File: src/pool_pkg.sv
// shared sizes, timing constants, enums and packed structs for the pool datapath
package pool_pkg;

    // data widths
    localparam int SAMPLE_W = 10;
    localparam int BYTE_W   = 8;

    // clocks per uart bit and bits per 8N1 frame
    localparam int CLKS_PER_BIT = 16;
    localparam int FRAME_BITS   = 10;

    // eighth-second tick scaled down so a window fits in simulation
    localparam int TICK_CYCLES  = 32;
    // 40 ticks make the 5 s peak window
    localparam int WINDOW_TICKS = 40;

    // counter widths derived from the timing constants
    localparam int BAUD_CNT_W   = $clog2(CLKS_PER_BIT);
    localparam int BIT_CNT_W    = $clog2(FRAME_BITS);
    localparam int TICK_CNT_W   = $clog2(TICK_CYCLES);
    localparam int WINDOW_CNT_W = $clog2(WINDOW_TICKS + 1);

    // report protocol bytes
    localparam logic [7:0] TAG_BYTE    = 8'h41;
    localparam logic [7:0] CMD_REPORT  = 8'h52;
    localparam logic [2:0] WORD_PREFIX = 3'b100;

    typedef logic [SAMPLE_W-1:0] adc_sample_t;
    typedef logic [BYTE_W-1:0]   uart_byte_t;

    // one adc sample with its strobe
    typedef struct packed {
        logic        valid;
        adc_sample_t value;
    } adc_word_s;

    // one uart byte with its strobe, used on both rx and tx sides
    typedef struct packed {
        logic       valid;
        uart_byte_t data;
    } uart_byte_s;

    typedef enum logic [1:0] {
        idle,
        send_tag,
        send_low,
        send_high
    } report_state_e;

    typedef enum logic [1:0] {
        idle_word,
        tag_word,
        low_word,
        high_word
    } word_sel_e;

endpackage

File: src/adc_sipo.sv
// serial-in parallel-out shifter for the adc bit stream
`timescale 1ns/100ps

module adc_sipo (
    input  logic                clk,
    input  logic                reset,
    input  logic                adc_in,
    input  logic                adc_bit_valid,
    input  logic                data_logging,
    input  logic                data_ready,
    output pool_pkg::adc_word_s sample
);

    // shift register where the msb arrives first
    pool_pkg::adc_sample_t shift_reg;
    logic                  sample_valid;
    pool_pkg::adc_sample_t sample_value;

    always_ff @(posedge clk) begin
        if (reset) begin
            shift_reg <= '0;
        end else if (adc_bit_valid && data_logging) begin
            // bits seen with logging off are simply skipped
            shift_reg <= {shift_reg[pool_pkg::SAMPLE_W-2:0], adc_in};
        end
    end

    // publish the register one cycle after data_ready
    always_ff @(posedge clk) begin
        if (reset) begin
            sample_valid <= 1'b0;
        end else begin
            sample_valid <= data_ready;
        end
        if (data_ready) begin
            sample_value <= shift_reg;
        end
    end

    assign sample = '{valid: sample_valid, value: sample_value};

endmodule

File: src/peak_hold.sv
// running maximum with windowed clear and transmit snapshot
`timescale 1ns/100ps

module peak_hold (
    input  logic                  clk,
    input  logic                  reset,
    input  pool_pkg::adc_word_s   sample,
    input  logic                  txing,
    output pool_pkg::adc_sample_t snapshot
);

    logic [pool_pkg::TICK_CNT_W-1:0]   tick_cnt;
    logic [pool_pkg::WINDOW_CNT_W-1:0] window_cnt;
    pool_pkg::adc_sample_t             peak;
    logic                              tick;
    logic                              window_end;

    // eighth-second strobe
    assign tick = (tick_cnt == pool_pkg::TICK_CNT_W'(pool_pkg::TICK_CYCLES - 1));
    assign window_end = (window_cnt == pool_pkg::WINDOW_CNT_W'(pool_pkg::WINDOW_TICKS));

    always_ff @(posedge clk) begin
        if (reset) begin
            tick_cnt   <= '0;
            window_cnt <= '0;
        end else begin
            tick_cnt <= tick ? '0 : tick_cnt + 1'b1;
            // window count restarts once the clear has happened
            if (window_end) begin
                window_cnt <= '0;
            end else if (tick) begin
                window_cnt <= window_cnt + 1'b1;
            end
        end
    end

    always_ff @(posedge clk) begin
        if (reset) begin
            peak     <= '0;
            snapshot <= '0;
        end else begin
            // clear wins over a sample in the same cycle
            if (window_end) begin
                peak <= '0;
            end else if (sample.valid && sample.value > peak) begin
                peak <= sample.value;
            end
            // freeze while a report is going out so its bytes match
            if (!txing) begin
                snapshot <= peak;
            end
        end
    end

endmodule

File: src/pool_datapath.sv
// top level tying adc input, peak hold and uart report path together
`timescale 1ns/100ps

module pool_datapath (
    input  logic                 clk,
    input  logic                 reset,
    input  logic                 adc_in,
    input  logic                 adc_bit_valid,
    input  logic                 data_logging,
    input  logic                 data_ready,
    input  logic                 rx,
    output logic                 tx,
    output pool_pkg::uart_byte_s rx_byte,
    output logic                 txing
);

    pool_pkg::adc_word_s   sample;
    pool_pkg::adc_sample_t snapshot;
    pool_pkg::uart_byte_s  tx_req;
    logic                  tx_ready;

    // input side
    adc_sipo u_adc_sipo (
        .clk           (clk),
        .reset         (reset),
        .adc_in        (adc_in),
        .adc_bit_valid (adc_bit_valid),
        .data_logging  (data_logging),
        .data_ready    (data_ready),
        .sample        (sample)
    );

    uart_rx u_uart_rx (
        .clk     (clk),
        .reset   (reset),
        .rx      (rx),
        .rx_byte (rx_byte)
    );

    peak_hold u_peak_hold (
        .clk      (clk),
        .reset    (reset),
        .sample   (sample),
        .txing    (txing),
        .snapshot (snapshot)
    );

    // output side
    report_sequencer u_report_sequencer (
        .clk      (clk),
        .reset    (reset),
        .rx_byte  (rx_byte),
        .snapshot (snapshot),
        .tx_ready (tx_ready),
        .txing    (txing),
        .tx_req   (tx_req)
    );

    uart_tx u_uart_tx (
        .clk      (clk),
        .reset    (reset),
        .tx_req   (tx_req),
        .tx       (tx),
        .tx_ready (tx_ready)
    );

endmodule

File: src/report_sequencer.sv
// report command decode and tag/low/high byte formatting
`timescale 1ns/100ps

module report_sequencer (
    input  logic                  clk,
    input  logic                  reset,
    input  pool_pkg::uart_byte_s  rx_byte,
    input  pool_pkg::adc_sample_t snapshot,
    input  logic                  tx_ready,
    output logic                  txing,
    output pool_pkg::uart_byte_s  tx_req
);

    pool_pkg::report_state_e state;
    pool_pkg::report_state_e state_next;
    pool_pkg::word_sel_e     word_sel;
    pool_pkg::uart_byte_t    word_to_send;

    always_ff @(posedge clk) begin
        if (reset) begin
            state <= pool_pkg::idle;
        end else begin
            state <= state_next;
        end
    end

    // each send state moves on once uart_tx takes its byte
    always_comb begin
        state_next = state;
        case (state)
            pool_pkg::idle: begin
                // only the report command starts a run
                if (rx_byte.valid && rx_byte.data == pool_pkg::CMD_REPORT) begin
                    state_next = pool_pkg::send_tag;
                end
            end
            pool_pkg::send_tag: if (tx_ready) state_next = pool_pkg::send_low;
            pool_pkg::send_low: if (tx_ready) state_next = pool_pkg::send_high;
            pool_pkg::send_high: if (tx_ready) state_next = pool_pkg::idle;
            default: state_next = pool_pkg::idle;
        endcase
    end

    always_comb begin
        case (state)
            pool_pkg::send_tag:  word_sel = pool_pkg::tag_word;
            pool_pkg::send_low:  word_sel = pool_pkg::low_word;
            pool_pkg::send_high: word_sel = pool_pkg::high_word;
            default:             word_sel = pool_pkg::idle_word;
        endcase
    end

    // data bytes carry five sample bits under the prefix
    always_comb begin
        case (word_sel)
            pool_pkg::tag_word:  word_to_send = pool_pkg::TAG_BYTE;
            pool_pkg::low_word:  word_to_send = {pool_pkg::WORD_PREFIX, snapshot[4:0]};
            pool_pkg::high_word: word_to_send = {pool_pkg::WORD_PREFIX, snapshot[9:5]};
            default:             word_to_send = '0;
        endcase
    end

    assign txing  = (state != pool_pkg::idle);
    assign tx_req = '{valid: txing && tx_ready, data: word_to_send};

endmodule

File: src/uart_rx.sv
// 8N1 uart receiver with input synchronizer and mid-bit sampling
`timescale 1ns/100ps

module uart_rx (
    input  logic                 clk,
    input  logic                 reset,
    input  logic                 rx,
    output pool_pkg::uart_byte_s rx_byte
);

    // two-flop synchronizer plus one more stage for edge detect
    logic rx_meta;
    logic rx_sync;
    logic rx_prev;

    logic                              busy;
    logic [pool_pkg::BAUD_CNT_W-1:0]   baud_cnt;
    // 0 is the start bit, 1..8 data, last is the stop bit
    logic [pool_pkg::BIT_CNT_W-1:0]    bit_cnt;
    pool_pkg::uart_byte_t              shift_reg;
    logic                              byte_valid;

    logic start_edge;
    logic mid_bit;
    logic end_bit;

    always_ff @(posedge clk) begin
        if (reset) begin
            rx_meta <= 1'b1;
            rx_sync <= 1'b1;
            rx_prev <= 1'b1;
        end else begin
            rx_meta <= rx;
            rx_sync <= rx_meta;
            rx_prev <= rx_sync;
        end
    end

    assign start_edge = rx_prev && !rx_sync;
    assign mid_bit = (baud_cnt == pool_pkg::BAUD_CNT_W'(pool_pkg::CLKS_PER_BIT / 2));
    assign end_bit = (baud_cnt == pool_pkg::BAUD_CNT_W'(pool_pkg::CLKS_PER_BIT - 1));

    always_ff @(posedge clk) begin
        if (reset) begin
            busy       <= 1'b0;
            baud_cnt   <= '0;
            bit_cnt    <= '0;
            byte_valid <= 1'b0;
        end else begin
            byte_valid <= 1'b0;
            if (!busy) begin
                if (start_edge) begin
                    busy     <= 1'b1;
                    baud_cnt <= '0;
                    bit_cnt  <= '0;
                end
            end else begin
                baud_cnt <= end_bit ? '0 : baud_cnt + 1'b1;
                if (end_bit) begin
                    bit_cnt <= bit_cnt + 1'b1;
                end
                if (mid_bit) begin
                    if (bit_cnt == '0) begin
                        // line back high means a glitch rather than a start bit
                        if (rx_sync) begin
                            busy <= 1'b0;
                        end
                    end else if (bit_cnt == pool_pkg::BIT_CNT_W'(pool_pkg::FRAME_BITS - 1)) begin
                        // bad framing at the stop bit drops the byte
                        busy       <= 1'b0;
                        byte_valid <= rx_sync;
                    end
                end
            end
        end
    end

    // data bits come lsb first so they shift in from the top
    always_ff @(posedge clk) begin
        if (busy && mid_bit && bit_cnt != '0
                && bit_cnt != pool_pkg::BIT_CNT_W'(pool_pkg::FRAME_BITS - 1)) begin
            shift_reg <= {rx_sync, shift_reg[pool_pkg::BYTE_W-1:1]};
        end
    end

    assign rx_byte = '{valid: byte_valid, data: shift_reg};

endmodule

File: src/uart_tx.sv
// 8N1 uart transmitter with ready level
`timescale 1ns/100ps

module uart_tx (
    input  logic                 clk,
    input  logic                 reset,
    input  pool_pkg::uart_byte_s tx_req,
    output logic                 tx,
    output logic                 tx_ready
);

    logic                            busy;
    logic [pool_pkg::BAUD_CNT_W-1:0] baud_cnt;
    logic [pool_pkg::BIT_CNT_W-1:0]  bit_cnt;
    // stop, data and start bits with the start bit in bit 0
    logic [pool_pkg::FRAME_BITS-1:0] frame;
    logic                            end_bit;

    assign end_bit = (baud_cnt == pool_pkg::BAUD_CNT_W'(pool_pkg::CLKS_PER_BIT - 1));

    always_ff @(posedge clk) begin
        if (reset) begin
            busy     <= 1'b0;
            baud_cnt <= '0;
            bit_cnt  <= '0;
        end else if (!busy) begin
            if (tx_req.valid) begin
                busy     <= 1'b1;
                baud_cnt <= '0;
                bit_cnt  <= '0;
            end
        end else begin
            baud_cnt <= end_bit ? '0 : baud_cnt + 1'b1;
            if (end_bit) begin
                bit_cnt <= bit_cnt + 1'b1;
                // ready again once the stop bit has run its full time
                if (bit_cnt == pool_pkg::BIT_CNT_W'(pool_pkg::FRAME_BITS - 1)) begin
                    busy <= 1'b0;
                end
            end
        end
    end

    // frame shifter refills with ones so the line rests high
    always_ff @(posedge clk) begin
        if (!busy && tx_req.valid) begin
            frame <= {1'b1, tx_req.data, 1'b0};
        end else if (busy && end_bit) begin
            frame <= {1'b1, frame[pool_pkg::FRAME_BITS-1:1]};
        end
    end

    assign tx       = busy ? frame[0] : 1'b1;
    assign tx_ready = !busy;

endmodule

File: config.mk
export PLATFORM = sky130hd
export DESIGN_NAME = pool_datapath
export DESIGN_NICKNAME = d
export VERILOG_FILES = /design/src/pool_pkg.sv /design/src/adc_sipo.sv /design/src/peak_hold.sv /design/src/pool_datapath.sv /design/src/report_sequencer.sv /design/src/uart_rx.sv /design/src/uart_tx.sv
export SDC_FILE = /design/constraint.sdc
export NUM_CORES = 1
export LEC_CHECK = 0
export BUFFER_PORTS_ARGS = -buffer_cell sky130_fd_sc_hd__buf_2
export CORE_UTILIZATION = 35
export CTS_CLUSTER_SIZE = 40
export DETAILED_ROUTE_END_ITERATION = 10
export GPL_TIMING_DRIVEN = 0
export SYNTH_ARGS = -nofsm -noshare
export SYNTH_HDL_FRONTEND = slang
export SYNTH_SLANG_ARGS = --single-unit
File: constraint.sdc
create_clock -name clk -period 2.1 [get_ports clk]
set_clock_uncertainty 0.2 [all_clocks]
set_input_delay 0.315 -clock clk [delete_from_list [all_inputs] [get_ports clk]]
set_output_delay 0.315 -clock clk [all_outputs]
set_load 0.02 [all_outputs]
==> impl_metrics.toml, run 1 <==
[synthesis]
yosysSeqAreaShare = 0.518
yosys_register_bits = 93
ys_top_cells_by_area = "dfxtp_1 (33%), edfxtp_1 (19%), ha_1 (8.9%)"
syn_area_sq_mm = 0.00410
ys_warn_count = 0
yosysTopAreaCell = "dfxtp_1"
synth-edff-count = 26
synth_cell_types = 46
synthTopCellsByCount = "dfxtp_1 (67), nor2_1 (46), a21oi_1 (43)"
synthCells = 419
synth_nets = 455
syn_area_per_cell_sq_um = 9.78
synth_top_area_frac = 0.327
synth_flop_cell = "dfxtp_1"
synthArstFlopShare = 0
synth.most_common_cell = "dfxtp_1"

[floorplan]
pin_count = 18
start_util = 0.359
rows = 39
design.core.area_sq_mm = 0.0114
dieArea_sq_mm = 0.0121
die_w_um = 110
chipHeight_um = 110

[layout]
seq_area_sq_mm = 0.00213
drive_above_1_share = 0.154
final_net_count = 491
instances_no_fill = 603
antenna_cells = 0
multiInputGateArea_sq_mm = 0.00189
fillers = 1140
syn_to_final_growth_pct = 18.7
utilization = 0.426

[critical_path]
timing.rr.end = "u_peak_hold.peak[5]"
r2r_cells = 8
cp-end-kind = "flop"
cp.arrival_ps = 2070
crit_path_start_kind = "flop"
r2r_slack_ps = 30
crit_fanout = 10
slowest_stage = "edfxtp_1"
max_stage_delay_ps = 440
cp_cell_sequence = "ha_4, nand4_1, buf_4, a211oi_4, a2111oi_4, buf_6, o21ai_0, a21oi_1"
crit_required_ps = 2100
critical-path-top-delay-family = "compound AO/OA/AOI/OAI gates"
rr_startpoint = "u_adc_sipo.sample_value[9]"
critPathKind = "reg -> reg"
worst-path-buf-inv = 2

[cts]
cts_tree = "yes"
numCtsBuffers = 9
cts.sinks = 93
cts-root-buf = "clkbuf_16"
htree_levels = 3
clk_latency_ps = 330
clk_path_buf_depth = 2
clk_pin_slew_ps = 60

[timing]
timing.fmax_mhz = 483
rsz0062_at_grt = "yes"
min_period_ps = 2070
timing.final.crit_share = 0.986
worst_hold_slack_ps = 26.9
maxSlewHeadroom = 0.611
final-hold-violation-count = 0
worst_pin_slew_ps = 584
setup_viol = 0
drv_slew = 0

[place]
dpl.hpwl_um = 5540
placed_cells = 578
portBuffers = 16
gp_congestion = 0.762

[detailed_routing]
wire_per_inst_um = 13.0
avgViaCountPerCell = 5.08
routed-via-count = 3066
wl_um = 7840
postRouteAntennaNets = 0
dr.pass1.iters = 4
drt_iter0_drc = 110
drc = 0

[run_status]
status = "finished, final reports clean"

[min_path]
hp-class = "in -> reg"
worstHoldStart = "adc_in"
holdPathEnd = "u_adc_sipo.shift_reg[0]"
hold_depth = 3

[power_and_ir_drop]
irDropWorstVdd_v = 0.000473
powerDensity_mw_per_mm2 = 910
leakage_nw = 1.82

[global_route]
antenna_found_initial = 0
gr-total-overflow = 0
grt_start_max_net_pins = 16
grt.total_usage = 0.138
grt_pass1_wl_um = 13000
grt_pass1_vias = 2845

[run]
drv_cap = 0
-- metrics by stage --
stage	setup TNS (ps)	power, mW	setup slack (ps)	area (sq um)
after floorplan	0	2.51	42.8	4100
after global placement	-3900	2.66	-386	4360
after detailed placement	-5270	2.69	-444	4360
after CTS	0	4.43	1.29	4720
after global routing	-208	4.64	-56.3	4870
final	0	4.43	29.5	4870
-- layout make-up --
class | count | share of cell area
sequential | 93 | 0.437
inverter | 29 | 0.0224
clock inverter | 5 | 0.0105
buffer | 17 | 0.0172
tap | 143 | 0.0368
timing repair buffer | 25 | 0.0321
multi-input combinational | 280 | 0.388
clock buffer | 11 | 0.0566
-- how the worst max path moves through the flow --
stage / depth (start not counted) / endpoint / from / slack, ps
floorplan: 6 / u_uart_tx.frame[1] / u_report_sequencer.state[1] / 40
global placement: 6 / u_uart_tx.frame[3] / u_report_sequencer.state[1] / -390
detailed placement: 6 / u_uart_tx.frame[4] / u_report_sequencer.state[1] / -440
CTS: 7 / u_peak_hold.peak[4] / u_adc_sipo.sample_value[7] / 1
global route: 8 / u_peak_hold.peak[4] / u_adc_sipo.sample_value[7] / -60
finish: 8 / u_peak_hold.peak[5] / u_adc_sipo.sample_value[9] / 30
-- timing repair --
action	in CTS	in global routing
setup buffers	2	6
endpoints found under the setup margin	24	32
gates cloned	0	0
pin swaps	4	4
gates resized for setup	4	23
hold buffers	1	0
endpoints found under the hold margin	1	0
-- report_power, final --
| group | total [mW] | switching [mW] | internal [mW] |
|---|---|---|---|
| combinational | 0.646 | 0.419 | 0.227 |
| clock | 1.72 | 0.658 | 1.06 |
| sequential | 2.06 | 0.0746 | 1.99 |
-- routing by layer --
layer	wire, um	up-vias	GRT usage
li1	-	1545	-
met1	3790	1467	0.180
met2	3710	41	0.221
met3	199	13	0.0300
met4	147	0	0.0592
met5	0	-	0
-- worst reg2reg max path: stages (launching register included) --
cell	delay [ps]
edfxtp_1	440
ha_4	300
nand4_1	140
buf_4	170
a211oi_4	210
a2111oi_4	60
buf_6	150
o21ai_0	160
a21oi_1	100
-- cell families (layout without fill, tap and decap cells) --
family,Yosys count,after routing,synth area share
buf+inv,46,87,0.0464
mux,12,12,0.0293
xor+xnor,6,6,0.0128
compound gates,94,94,0.144
simple gates,139,139,0.161
flops,93,93,0.518
fa+ha+maj,29,29,0.0885
-- placed cells by master (no fill, tap or decap), types with 3 or more instances in the layout --
cell type and instances:
clkbuf_1 10, dfxtp_1 64, nand4_1 6, nand3_1 16
a22oi_1 6, inv_2 3, buf_2 19, or2_2 3
edfxtp_1 26, dfxtp_2 3, a211oi_1 4, a21oi_1 42
or3_1 3, and3_1 3, ha_4 5, mux2i_1 12
nor2_1 44, nand4b_1 3, inv_1 26, nor3_1 7
ha_1 24, xor2_1 4, nand2b_1 4, o21ai_1 7
o21ai_0 18, clkbuf_16 11, buf_4 9, nand2_1 36
Power figures use the tool's default switching activity.
==> inputs of run 2 (changes only) <==
- HOLD_SLACK_MARGIN: default -> 0.15
==> impl_metrics.toml, run 2 (synthesis gave the netlist of run 1 again) <==
[cts]
clk_pin_slew_ps = 60
htree_levels = 3
cts-root-buf = "clkbuf_16"
cts_tree = "yes"
numCtsBuffers = 9
clk_latency_ps = 330
clk_path_buf_depth = 2
cts.sinks = 93

[detailed_routing]
postRouteAntennaNets = 0
dr.pass1.iters = 4
avgViaCountPerCell = 5.11
wl_um = 7910
drc = 0
wire_per_inst_um = 13.1
drt_iter0_drc = 114
routed-via-count = 3094

[floorplan]
pin_count = 18
chipHeight_um = 110
design.core.area_sq_mm = 0.0114
dieArea_sq_mm = 0.0121
die_w_um = 110
start_util = 0.359
rows = 39

[critical_path]
cp_cell_sequence = "ha_4, nand4_1, buf_4, a211oi_4, a2111oi_4, buf_6, o21ai_0, a21oi_1"
max_stage_delay_ps = 440
cp.depth = 8
timing.rr.end = "u_peak_hold.peak[5]"
crit_start = "u_adc_sipo.sample_value[9]"
r2r_slack_ps = -20
crit_end = "u_peak_hold.peak[5]"
rr_startpoint = "u_adc_sipo.sample_value[9]"
critical-path-top-delay-family = "compound AO/OA/AOI/OAI gates"
critPathKind = "reg -> reg"
cp.arrival_ps = 2110
crit_required_ps = 2090
r2r_cells = 8
crit_path_start_kind = "flop"
crit_fanout = 10
worst-path-buf-inv = 2
slowest_stage = "edfxtp_1"
cp-end-kind = "flop"

[place]
placed_cell_area_sq_mm = 0.00436
portBuffers = 16
gp_congestion = 0.762
dpl.hpwl_um = 5540

[timing]
maxSlewHeadroom = 0.610
timing.final.crit_share = 1.01
worst_hold_slack_ps = 160
rsz0062_at_grt = "yes"
min_period_ps = 2120
setup_viol = 1
final-hold-violation-count = 0
timing.final.ws_setup_ps = -18.1
timing.fmax_mhz = 472
finalSetupTns_ps = -18.1
worst_pin_slew_ps = 585
drv_slew = 0

[power_and_ir_drop]
powerDensity_mw_per_mm2 = 908
switching_share = 0.260
power_switching_mw = 1.15
comb_power_share = 0.146
p_clk_frac = 0.388
power_frac_seq = 0.466
intPower_mw = 3.28
leakage_nw = 1.83
irDropWorstVdd_v = 0.000473

[run_status]
status = "finished with violations"
violations = "negative setup slack"

[global_route]
use_met1 = 0.180
grt_start_max_net_pins = 16
gr-total-overflow = 0
grt.total_usage = 0.139
antenna_found_initial = 0
grt-busiest-layer = "met2"
grt_pass1_vias = 2851
grt_util_met2 = 0.222
grt_use_met3 = 0.0300
grt_pass1_wl_um = 13100

[layout]
antenna_cells = 0
fillers = 1139
multiInputGateArea_sq_mm = 0.00189
syn_to_final_growth_pct = 19.2
layout_common_cells = "dfxtp_1 (64), nor2_1 (44), a21oi_1 (42)"
final_common_cell = "dfxtp_1"
final_net_count = 493
drive_above_1_share = 0.154
design_area_sq_mm = 0.00489
seq_area_sq_mm = 0.00213
utilization = 0.428

[min_path]
hp-class = "in -> reg"
worstHoldStart = "data_ready"

[run]
drv_cap = 0
## run 2: cell types whose count changed in the layout (fill, tap and decap cells not counted), sizes merged
cell	delta
dlygate4sd3	+2
## run 2: repair_timing
| action | CTS | global route |
|---|---|---|
| pin swaps | 4 | 4 |
| hold buffers | 3 | 0 |
| endpoints found under the setup margin | 24 | 32 |
| hold endpoints to repair | 3 | 0 |
| buffers inserted | 2 | 6 |
| gates resized for setup | 4 | 23 |
## run 2: through the flow
step                power (mW)  cells  setup WS [ps]
finish                    4.43    605          -18.1
global route              4.64    605          -56.3
CTS                       4.43    599           1.29
detailed placement        2.69    578           -444
global placement          2.66    578           -386
floorplan                 2.51    419           42.8
## run 2: worst min-delay path by stage
| stage | to | slack (ps) | cells past startpoint |
|---|---|---|---|
| global route | u_adc_sipo.sample_value[2] | 160 | 1 |
| CTS | u_adc_sipo.sample_value[2] | 160 | 1 |
| floorplan | u_uart_rx.rx_sync | 190 | 1 |
| global placement | u_uart_rx.rx_sync | 190 | 1 |
| detailed placement | u_uart_rx.rx_sync | 200 | 1 |
| finish | u_adc_sipo.sample_valid | 160 | 2 |
## run 2: layout make-up
type                    count  area share
flip-flops and latches     93       0.435
multi-input cells         280       0.386
clock buffers              11      0.0563
well taps                 143      0.0366
repair buffers             27      0.0361
inverters                  29      0.0223
plain buffers              17      0.0172
clock inverters             5      0.0105
## run 2: power groups by stage
| stage | clock network, mW | registers [mW] | logic (mW) |
|---|---|---|---|
| global placement | 0 | 2.09 | 0.567 |
| CTS | 1.76 | 2.06 | 0.609 |
| global route | 1.83 | 2.08 | 0.726 |
| finish | 1.72 | 2.06 | 0.650 |
| detailed placement | 0 | 2.10 | 0.585 |
| floorplan | 0 | 2.08 | 0.436 |
## run 2: per-layer routing
layer	share of wire	vias up
met1	0.48	1486
li1	-	1546
met3	0.027	19
met2	0.47	43
met5	0	-
met4	0.020	0
## run 2: worst reg2reg max path, stage by stage (launching register included)
cell and delay [ps]:
edfxtp_1 440, ha_4 300, nand4_1 140, buf_4 170
a211oi_4 220, a2111oi_4 60, buf_6 160, o21ai_0 190
a21oi_1 110
